===== src/include/ntp_auth_macros.svh =====
/* NTP authentication constants
   EtherType codes, payload positions, field sizes and counter limits */

`ifndef NTP_AUTH_MACROS_SVH
`define NTP_AUTH_MACROS_SVH

// --------------------
// EtherType values
// --------------------
`define NTP_ETYPE_IPV4 16'h0800
`define NTP_ETYPE_IPV6 16'h86DD

// Frame word where the NTP payload begins
`define NTP_IPV4_START_WORD 5
`define NTP_IPV6_START_WORD 7

// --------------------
// Field sizes
// --------------------
`define NTP_HDR_WORDS 6
`define NTP_KEY_WORDS 5

`define NTP_CNT_MAX 16'hFFFF

`endif

===== src/logic/ntp_frame_pkg.sv =====
/* NTP receive frame types
   Frame words, aligned payload words and the captured NTP record */

package ntp_frame_pkg;

  typedef logic [63:0]  rx_word_t;
  typedef logic [15:0]  word_cnt_t;
  typedef logic [31:0]  keyid_t;
  typedef logic [159:0] ntp_digest_t;

  // First received header word sits in the top bits
  typedef logic [383:0] ntp_header_t;

  typedef enum logic [1:0] {
    IP_NONE,
    IP_V4,
    IP_V6
  } ip_ver_e;

  // One beat of the incoming frame
  typedef struct packed {
    logic     valid;
    rx_word_t data;
  } rx_beat_t;

  // Payload word after re-alignment
  typedef struct packed {
    logic     valid;
    rx_word_t data;
  } aligned_word_t;

  typedef struct packed {
    ip_ver_e     ip_ver;
    ntp_header_t header;
    keyid_t      keyid;
    ntp_digest_t digest;
    logic        complete;
  } ntp_rx_record_t;

endpackage


===== src/logic/keymem_pkg.sv =====
/* Key memory types
   Request and reply of the key memory, key storage and fetch states */

package keymem_pkg;

  import ntp_frame_pkg::*;

  typedef logic [31:0]  key_word_t;
  typedef logic [2:0]   key_index_t;

  // Word n of the key at bits n*32 upward
  typedef logic [159:0] auth_key_t;

  typedef struct packed {
    logic   get;
    keyid_t keyid;
  } keymem_req_t;

  typedef struct packed {
    logic       ready;
    logic       key_valid;
    key_index_t key_word;
    key_word_t  key_data;
  } keymem_rsp_t;

  typedef enum logic [2:0] {
    KEY_IDLE,
    KEY_REQUEST,
    KEY_COLLECT,
    KEY_SUCCESS,
    KEY_ERROR
  } key_fsm_e;

endpackage


===== src/logic/ntp_auth_top.sv =====
/* NTP authentication receive top
   Frame alignment, NTP field capture and key fetch */

`timescale 1ns/1ps

module ntp_auth_top
  import ntp_frame_pkg::*;
  import keymem_pkg::*;
(
  input  logic           i_clk,
  input  logic           i_areset,
  input  logic           i_rx_reset,
  input  rx_beat_t       i_rx,
  input  logic           i_auth_start,
  input  keymem_rsp_t    i_keymem,
  output ntp_rx_record_t o_rx_record,
  output logic           o_ready,
  output logic           o_key_ok,
  output auth_key_t      o_key,
  output keymem_req_t    o_keymem
);

  ip_ver_e       ip_ver;
  aligned_word_t aligned;

  rx_ip_aligner u_aligner (
    .i_clk      (i_clk),
    .i_areset   (i_areset),
    .i_rx_reset (i_rx_reset),
    .i_rx       (i_rx),
    .o_ip_ver   (ip_ver),
    .o_aligned  (aligned)
  );

  ntp_field_capture u_capture (
    .i_clk      (i_clk),
    .i_areset   (i_areset),
    .i_rx_reset (i_rx_reset),
    .i_ip_ver   (ip_ver),
    .i_aligned  (aligned),
    .o_record   (o_rx_record)
  );

  // Key id comes straight from the captured record
  key_fetch u_key_fetch (
    .i_clk        (i_clk),
    .i_areset     (i_areset),
    .i_auth_start (i_auth_start),
    .i_keyid      (o_rx_record.keyid),
    .i_keymem     (i_keymem),
    .o_ready      (o_ready),
    .o_key_ok     (o_key_ok),
    .o_key        (o_key),
    .o_keymem     (o_keymem)
  );

endmodule


===== src/logic/key_fetch.sv =====
/* Key fetch
   Start/ready control around a key memory request, collects the five
   indexed key words and flags whether the key arrived in full */

`timescale 1ns/1ps
`include "ntp_auth_macros.svh"

module key_fetch
  import ntp_frame_pkg::*;
  import keymem_pkg::*;
(
  input  logic        i_clk,
  input  logic        i_areset,
  input  logic        i_auth_start,
  input  keyid_t      i_keyid,
  input  keymem_rsp_t i_keymem,
  output logic        o_ready,
  output logic        o_key_ok,
  output auth_key_t   o_key,
  output keymem_req_t o_keymem
);

  localparam int KEY_W = $bits(key_word_t);
  localparam logic [`NTP_KEY_WORDS-1:0] ALL_SEEN = '1;

  key_fsm_e                  state;
  logic                      ready_reg;
  logic                      key_ok_reg;
  keyid_t                    keyid_reg;
  auth_key_t                 key_reg;
  logic [`NTP_KEY_WORDS-1:0] seen;
  logic [`NTP_KEY_WORDS-1:0] seen_next;
  logic                      start_ok;
  logic                      get;
  logic                      word_in;

  assign start_ok = i_auth_start && ready_reg;
  // Request goes out in the cycle the memory reports ready
  assign get      = (state == KEY_REQUEST) && i_keymem.ready;
  assign word_in  = (state == KEY_COLLECT) && i_keymem.key_valid &&
                    (i_keymem.key_word < `NTP_KEY_WORDS);

  // Words may come in any order
  always_comb begin
    seen_next = seen;
    if (word_in)
      seen_next[i_keymem.key_word] = 1'b1;
  end

  // --------------------
  // Fetch FSM
  // --------------------
  always_ff @(posedge i_clk or posedge i_areset) begin
    if (i_areset) begin
      state      <= KEY_IDLE;
      ready_reg  <= 1'b1;
      key_ok_reg <= 1'b0;
      seen       <= '0;
    end else begin
      case (state)
        KEY_IDLE:
          if (start_ok) begin
            ready_reg <= 1'b0;
            state     <= KEY_REQUEST;
          end
        KEY_REQUEST:
          if (get) begin
            key_ok_reg <= 1'b0;
            seen       <= '0;
            state      <= KEY_COLLECT;
          end
        KEY_COLLECT: begin
          seen <= seen_next;
          if (seen_next == ALL_SEEN)
            state <= KEY_SUCCESS;
          else if (i_keymem.ready && !i_keymem.key_valid)
            state <= KEY_ERROR; // memory finished early
        end
        KEY_SUCCESS: begin
          key_ok_reg <= 1'b1;
          ready_reg  <= 1'b1;
          state      <= KEY_IDLE;
        end
        KEY_ERROR: begin
          key_ok_reg <= 1'b0;
          ready_reg  <= 1'b1;
          state      <= KEY_IDLE;
        end
        default: begin
          ready_reg <= 1'b1;
          state     <= KEY_IDLE;
        end
      endcase
    end
  end

  always_ff @(posedge i_clk) begin
    if (start_ok)
      keyid_reg <= i_keyid;
    if (word_in)
      key_reg[i_keymem.key_word*KEY_W +: KEY_W] <= i_keymem.key_data;
  end

  assign o_ready        = ready_reg;
  assign o_key_ok       = key_ok_reg;
  assign o_key          = key_reg;
  assign o_keymem.get   = get;
  assign o_keymem.keyid = keyid_reg;

endmodule


===== src/logic/ntp_field_capture.sv =====
/* NTP field capture
   Sorts aligned payload words into the NTP header, key id and digest */

`timescale 1ns/1ps
`include "ntp_auth_macros.svh"

module ntp_field_capture
  import ntp_frame_pkg::*;
(
  input  logic           i_clk,
  input  logic           i_areset,
  input  logic           i_rx_reset,
  input  ip_ver_e        i_ip_ver,
  input  aligned_word_t  i_aligned,
  output ntp_rx_record_t o_record
);

  localparam int RX_W = $bits(rx_word_t);
  localparam word_cnt_t KEYID_WORD   = word_cnt_t'(`NTP_HDR_WORDS);
  localparam word_cnt_t DIG_MID_WORD = KEYID_WORD + word_cnt_t'(1);
  localparam word_cnt_t DIG_LOW_WORD = KEYID_WORD + word_cnt_t'(2);

  word_cnt_t   ntp_cnt;
  logic [2:0]  hdr_slot;
  ntp_header_t header;
  keyid_t      keyid;
  ntp_digest_t digest;
  logic        complete;

  // Word 0 lands in the top slot
  assign hdr_slot = 3'(`NTP_HDR_WORDS - 1) - ntp_cnt[2:0];

  always_ff @(posedge i_clk or posedge i_areset) begin
    if (i_areset) begin
      ntp_cnt  <= '0;
      header   <= '0;
      keyid    <= '0;
      digest   <= '0;
      complete <= 1'b0;
    end else if (i_rx_reset) begin
      ntp_cnt  <= '0;
      header   <= '0;
      keyid    <= '0;
      digest   <= '0;
      complete <= 1'b0;
    end else if (i_aligned.valid) begin
      if (ntp_cnt != `NTP_CNT_MAX)
        ntp_cnt <= ntp_cnt + 1'b1;
      if (ntp_cnt < KEYID_WORD) begin
        header[hdr_slot*RX_W +: RX_W] <= i_aligned.data;
      end else if (ntp_cnt == KEYID_WORD) begin
        keyid          <= i_aligned.data[63:32];
        digest[159:128] <= i_aligned.data[31:0];
      end else if (ntp_cnt == DIG_MID_WORD) begin
        digest[127:64] <= i_aligned.data;
      end else if (ntp_cnt == DIG_LOW_WORD) begin
        digest[63:0] <= i_aligned.data;
        complete     <= 1'b1;
      end
      // Anything after the digest is dropped
    end
  end

  always_comb begin
    o_record.ip_ver   = i_ip_ver;
    o_record.header   = header;
    o_record.keyid    = keyid;
    o_record.digest   = digest;
    o_record.complete = complete;
  end

endmodule


===== src/logic/rx_ip_aligner.sv =====
/* RX IP aligner
   Counts frame words, detects IPv4 or IPv6 from the EtherType and shifts
   the NTP payload onto 64-bit word boundaries */

`timescale 1ns/1ps
`include "ntp_auth_macros.svh"

module rx_ip_aligner
  import ntp_frame_pkg::*;
(
  input  logic          i_clk,
  input  logic          i_areset,
  input  logic          i_rx_reset,
  input  rx_beat_t      i_rx,
  output ip_ver_e       o_ip_ver,
  output aligned_word_t o_aligned
);

  localparam int RX_W = $bits(rx_word_t);
  // Payload bytes left in the start word, in bits
  localparam int V4_TAIL = 48;
  localparam int V6_TAIL = 16;
  localparam word_cnt_t V4_START = word_cnt_t'(`NTP_IPV4_START_WORD);
  localparam word_cnt_t V6_START = word_cnt_t'(`NTP_IPV6_START_WORD);

  word_cnt_t rx_cnt;
  ip_ver_e   ip_ver;

  logic                     v4_take;
  logic                     v4_prev_valid;
  logic [V4_TAIL-1:0]       v4_prev_tail;
  logic [RX_W-V4_TAIL-1:0]  v4_head;
  logic                     v4_cur_valid;
  rx_word_t                 v4_cur;

  logic                     v6_take;
  logic                     v6_prev_valid;
  logic [V6_TAIL-1:0]       v6_prev_tail;
  logic [RX_W-V6_TAIL-1:0]  v6_head;
  logic                     v6_cur_valid;
  rx_word_t                 v6_cur;

  assign v4_take = i_rx.valid && (ip_ver == IP_V4) && (rx_cnt >= V4_START);
  assign v6_take = i_rx.valid && (ip_ver == IP_V6) && (rx_cnt >= V6_START);

  // Head of the following beat, zero once the frame has ended
  assign v4_head = i_rx.valid ? i_rx.data[RX_W-1 -: RX_W-V4_TAIL] : '0;
  assign v6_head = i_rx.valid ? i_rx.data[RX_W-1 -: RX_W-V6_TAIL] : '0;

  // --------------------
  // Word counter and EtherType
  // --------------------
  always_ff @(posedge i_clk or posedge i_areset) begin
    if (i_areset) begin
      rx_cnt <= '0;
      ip_ver <= IP_NONE;
    end else if (i_rx_reset) begin
      rx_cnt <= '0;
      ip_ver <= IP_NONE;
    end else if (i_rx.valid) begin
      if (rx_cnt != `NTP_CNT_MAX)
        rx_cnt <= rx_cnt + 1'b1;
      if (rx_cnt == word_cnt_t'(1)) begin
        case (i_rx.data[31:16])
          `NTP_ETYPE_IPV4: ip_ver <= IP_V4;
          `NTP_ETYPE_IPV6: ip_ver <= IP_V6;
          default:         ip_ver <= IP_NONE;
        endcase
      end
    end
  end

  // --------------------
  // Previous and current stages
  // --------------------
  always_ff @(posedge i_clk or posedge i_areset) begin
    if (i_areset) begin
      v4_prev_valid <= 1'b0;
      v4_cur_valid  <= 1'b0;
      v6_prev_valid <= 1'b0;
      v6_cur_valid  <= 1'b0;
    end else if (i_rx_reset) begin
      v4_prev_valid <= 1'b0;
      v4_cur_valid  <= 1'b0;
      v6_prev_valid <= 1'b0;
      v6_cur_valid  <= 1'b0;
    end else begin
      v4_prev_valid <= v4_take;
      v4_cur_valid  <= v4_prev_valid;
      v6_prev_valid <= v6_take;
      v6_cur_valid  <= v6_prev_valid;
    end
  end

  always_ff @(posedge i_clk) begin
    if (v4_take)
      v4_prev_tail <= i_rx.data[V4_TAIL-1:0];
    if (v4_prev_valid)
      v4_cur <= {v4_prev_tail, v4_head};
    if (v6_take)
      v6_prev_tail <= i_rx.data[V6_TAIL-1:0];
    if (v6_prev_valid)
      v6_cur <= {v6_prev_tail, v6_head};
  end

  // Only the stage of the detected version drives the output
  always_comb begin
    o_aligned = '0;
    case (ip_ver)
      IP_V4: begin
        o_aligned.valid = v4_cur_valid;
        o_aligned.data  = v4_cur;
      end
      IP_V6: begin
        o_aligned.valid = v6_cur_valid;
        o_aligned.data  = v6_cur;
      end
      default: ;
    endcase
  end

  assign o_ip_ver = ip_ver;

endmodule


===== config.mk =====
export PLATFORM = sky130hd
export DESIGN_NAME = ntp_auth_top
export DESIGN_NICKNAME = d
export VERILOG_FILES = /design/src/logic/ntp_frame_pkg.sv /design/src/logic/keymem_pkg.sv /design/src/logic/ntp_auth_top.sv /design/src/logic/key_fetch.sv /design/src/logic/ntp_field_capture.sv /design/src/logic/rx_ip_aligner.sv
export VERILOG_INCLUDE_DIRS = /design/src /design/src/include
export SDC_FILE = /design/constraint.sdc
export NUM_CORES = 2
export LEC_CHECK = 0
export BUFFER_PORTS_ARGS = -buffer_cell sky130_fd_sc_hd__buf_2
export CORE_AREA = 2 2 338 340
export CTS_BUF_LIST = sky130_fd_sc_hd__clkbuf_4
export DETAILED_ROUTE_END_ITERATION = 6
export DIE_AREA = 0 0 340 342
export GPL_TIMING_DRIVEN = 0
export PLACE_DENSITY = 0.62
export SETUP_SLACK_MARGIN = 0.05
export SLEW_MARGIN = 20
export SYNTH_ARGS = -nofsm -noshare
export SYNTH_HDL_FRONTEND = slang
export SYNTH_HIERARCHICAL = 1
export SYNTH_SLANG_ARGS = --single-unit
export TNS_END_PERCENT = 30

===== constraint.sdc =====
create_clock -name i_clk -period 17.9 [get_ports i_clk]
set_clock_uncertainty 0.15 [all_clocks]
set_input_delay 1.79 -clock i_clk [delete_from_list [all_inputs] [get_ports i_clk]]
set_output_delay 1.79 -clock i_clk [all_outputs]
set_load 0.01 [all_outputs]

==> impl_metrics.csv <==
group,metric,value,unit
run_status,outcome,"finished, final reports clean",
drt,via_per_inst,5.26,
clocking,cts_buffers,289,
synth,netlist_area,40000,µm²
min_path,hp-class,"register to register",
drt,drt-total-wl,165000,µm
min_path,hold_start,"u_aligner/v4_prev_tail[37]$_DFFE_PP_",
sta,setup_viol,0,
job,drv_cap,0,
critical_path,r2r-end,"u_capture/digest[28]$_DFFE_PP0P_",
critical_path,arrival,6410,ps
critical_path,crit_chain,"inv_1 -> ha_1 -> clkbuf_1 -> buf_1 -> a22oi_1 -> nor2_1 -> buf_2 -> or4b_1 -> nor4b_1 -> buf_2 -> buf_2 -> nand3_1 -> a21oi_1",
drt,wl_per_cell,27.4,µm
drt,ant_nets,0,
floorplan,dieArea,116000,µm²
floorplan,rows,124,
global_route,antenna_found_initial,40,
cells_and_area,largest_reg_flops,384,
synth,yosys_most_used_dff,"dfrtp_1",
critical_path,critPathTopFamily,"buffers and inverters",
global_route,grt_pass1_vias,31369,
drt,firstDrtPassIters,5,
floorplan,dieWidth,340,µm
drt,vias,31569,
synth,synth-edff-count,384,
synth,ys_async_sr_fraction,0.619,
critical_path,r2r_setup_slack,12400,ps
clocking,clock_sinks,1009,
critical_path,r2r_start,"u_aligner/o_ip_ver[0]$_DFFE_PP0P_",
sta,worst_slew_pin_slew,1250,ps
critical_path,path_class,"register to register",
drt,drtIter0Drc,2745,
cells_and_area,area_growth,27.5,%
power,power.density,92.0,nW/µm²
critical_path,critPathCaptureType,"register",
critical_path,worst-path-max-fanout,10,
place,port_buffers,878,
sta,slew_viol_final,0,
cells_and_area,fillCellCount,10646,
sta,fin_crit,5500,ps
place,place_inst,5502,
cells_and_area,instances_no_fill,6006,
critical_path,worst-path-buf-inv,6,
floorplan,design.core.area,113000,µm²
global_route,gr-usage-all-layers,0.276,
clocking,clkSlewWorstSetupHoldPaths,70,ps
synth,ys_types,80,
clocking,hold_buffers,0,
floorplan,die_h,342,µm
sta,max-slew-margin-rel,0.163,
drt,drc,0,
cells_and_area,layout_commonest_cell,"buf_2",
synth,yosysWarningCount,6,
cells_and_area,nNetsFinal,4401,
place,gp_congestion,0.872,
critical_path,worst_setup_path_start_kind,"register",
global_route,gr-total-overflow,0,
clocking,postCtsSetupBuffers,0,
min_path,min_to,"u_aligner/v4_cur[53]$_DFFE_PP_",
clocking,root_buffer,"clkbuf_4",
power,ir_drop,52.1,µV
clocking,cts_tree,"done",
sta,rsz0062_at_grt,"false",
critical_path,max_stage_delay,1030,ps
place,hpwl,122000,µm
cells_and_area,final_cell_mix,"925 x buf_2, 622 x dfrtp_1, 442 x nand2_1",
sta,finalCritPeriodShare,0.307,
synth,ys_seq_area_frac,0.680,
global_route,grt_pass1_wl,231000,µm
sta,fin_setup_tns,0,ps
clocking,cts_htree_levels,5,
sta,hold_viol_final,0,
cells_and_area,top_register,"u_capture/header",
critical_path,crit_path_frequent_cell,"buf_2",
synth,synthCells,3061,
clocking,cts-resized-gates,0,
sta,timing.fmax,182,MHz
critical_path,required,18810,ps
min_path,hold_path_depth,0,
critical_path,r2r_cells,13,
synth,avgSynthCellArea,13.1,µm²
floorplan,start_util,0.354,
critical_path,crit_slowest_cell,"nor4b_1",
power,p_leak,24.0,nW
synth,synth_seq_cells,1009,
cells_and_area,drive_above_1_share,0.344,
clocking,clockBufferDepth,4,
global_route,grt_start_max_net_pins,41,
clocking,clk-insertion-delay-late,1150,ps
floorplan,ios,880,
synth,syn-num-nets,3181,
==> power breakdown <==
part	internal [mW]	leakage, nW	switching (mW)
Sequential	2.39	12.0	0.000527
Combinational	0.0369	9.90	0.110
Clock	1.14	2.16	1.00
==> kinds of logic after synthesis <==
| logic type | Yosys count | synth area share |
|---|---|---|
| compound gates | 522 | 0.0927 |
| xor+xnor | 8 | 0.00175 |
| fa+ha+maj | 14 | 0.00438 |
| buf+inv | 254 | 0.0289 |
| flops | 1009 | 0.680 |
| mux | 299 | 0.0752 |
| simple gates | 955 | 0.117 |
==> Yosys cell counts (3+ instances only) <==
cell type,count,area share
o21ai_1,101,0.013
buf_2,45,0.0056
xor2_1,3,0.00066
ha_1,14,0.0044
a22o_1,194,0.042
o21ai_0,12,0.0015
o211ai_1,34,0.0064
clkbuf_1,140,0.013
nor2_1,102,0.0096
edfxtp_1,384,0.29
and2_1,181,0.028
inv_1,28,0.0026
buf_6,14,0.0039
nand4_1,15,0.0023
or4_1,3,0.00056
a32o_1,4,0.0010
a21oi_1,80,0.010
buf_1,15,0.0014
a211oi_1,4,0.00075
a31oi_1,7,0.0011
nand2b_1,5,0.00078
or3_1,5,0.00078
nor4_2,7,0.0022
nor3_1,15,0.0019
and3_1,42,0.0066
dfrtp_1,624,0.39
o31ai_1,3,0.00056
and4_1,5,0.0011
nor2b_1,11,0.0017
xnor2_1,5,0.0011
mux2_2,3,0.00084
mux2_1,5,0.0014
nand3_1,79,0.0099
mux2i_1,290,0.073
nand2_1,442,0.041
nor4_1,13,0.0020
a22oi_1,65,0.012
buf_4,11,0.0021
==> stage by stage <==
stage	hold slack (ps)	total power [mW]	utilization	setup WS [ps]	instance area, µm²
floorplan	250	2.51	-	7870	40000
global placement	251	2.58	0.409	3830	46300
detailed placement	255	2.59	0.419	12460	47400
CTS	198	4.75	0.451	12470	51000
global route	203	4.88	0.451	12340	51000
finish	174	4.69	0.451	12400	51000
==> worst max path at each step <==
| stage | start | endpoint | slack, ps | cells after the start |
|---|---|---|---|---|
| after global placement | i_areset | u_capture/digest[53]$_DFFE_PP0P_ | 3830 | 2 |
| final | u_aligner/o_ip_ver[0]$_DFFE_PP0P_ | u_capture/digest[28]$_DFFE_PP0P_ | 12400 | 13 |
| after global routing | u_aligner/o_ip_ver[0]$_DFFE_PP0P_ | u_capture/digest[28]$_DFFE_PP0P_ | 12340 | 13 |
| after CTS | u_aligner/o_ip_ver[0]$_DFFE_PP0P_ | u_capture/digest[28]$_DFFE_PP0P_ | 12470 | 13 |
| after detailed placement | i_keymem[32] | u_key_fetch/o_key[146]$_DFFE_PP_ | 12460 | 10 |
| after floorplan | i_areset | u_capture/complete$_DFFE_PP0P_ | 7870 | 1 |
==> cell type report <==
cell class | instances | area, µm² | area share
tap | 1512 | 1890 | 0.0371
timing repair buffer | 929 | 5320 | 0.104
inverter | 29 | 113 | 0.00221
sequential | 1009 | 27200 | 0.533
antenna | 10 | 25.0 | 0.000491
buffer | 225 | 1050 | 0.0206
clock buffer | 433 | 3250 | 0.0638
clock inverter | 61 | 328 | 0.00643
multi-input combinational | 1798 | 11800 | 0.232
==> layer usage <==
layer,vias to the layer above,part of all wire,track usage
li1,13604,-,-
met1,15980,0.40,0.356
met2,1623,0.47,0.436
met3,334,0.090,0.0831
met4,28,0.035,0.108
met5,-,0.0011,0
Note: power is estimated with default switching activity, not from simulation.
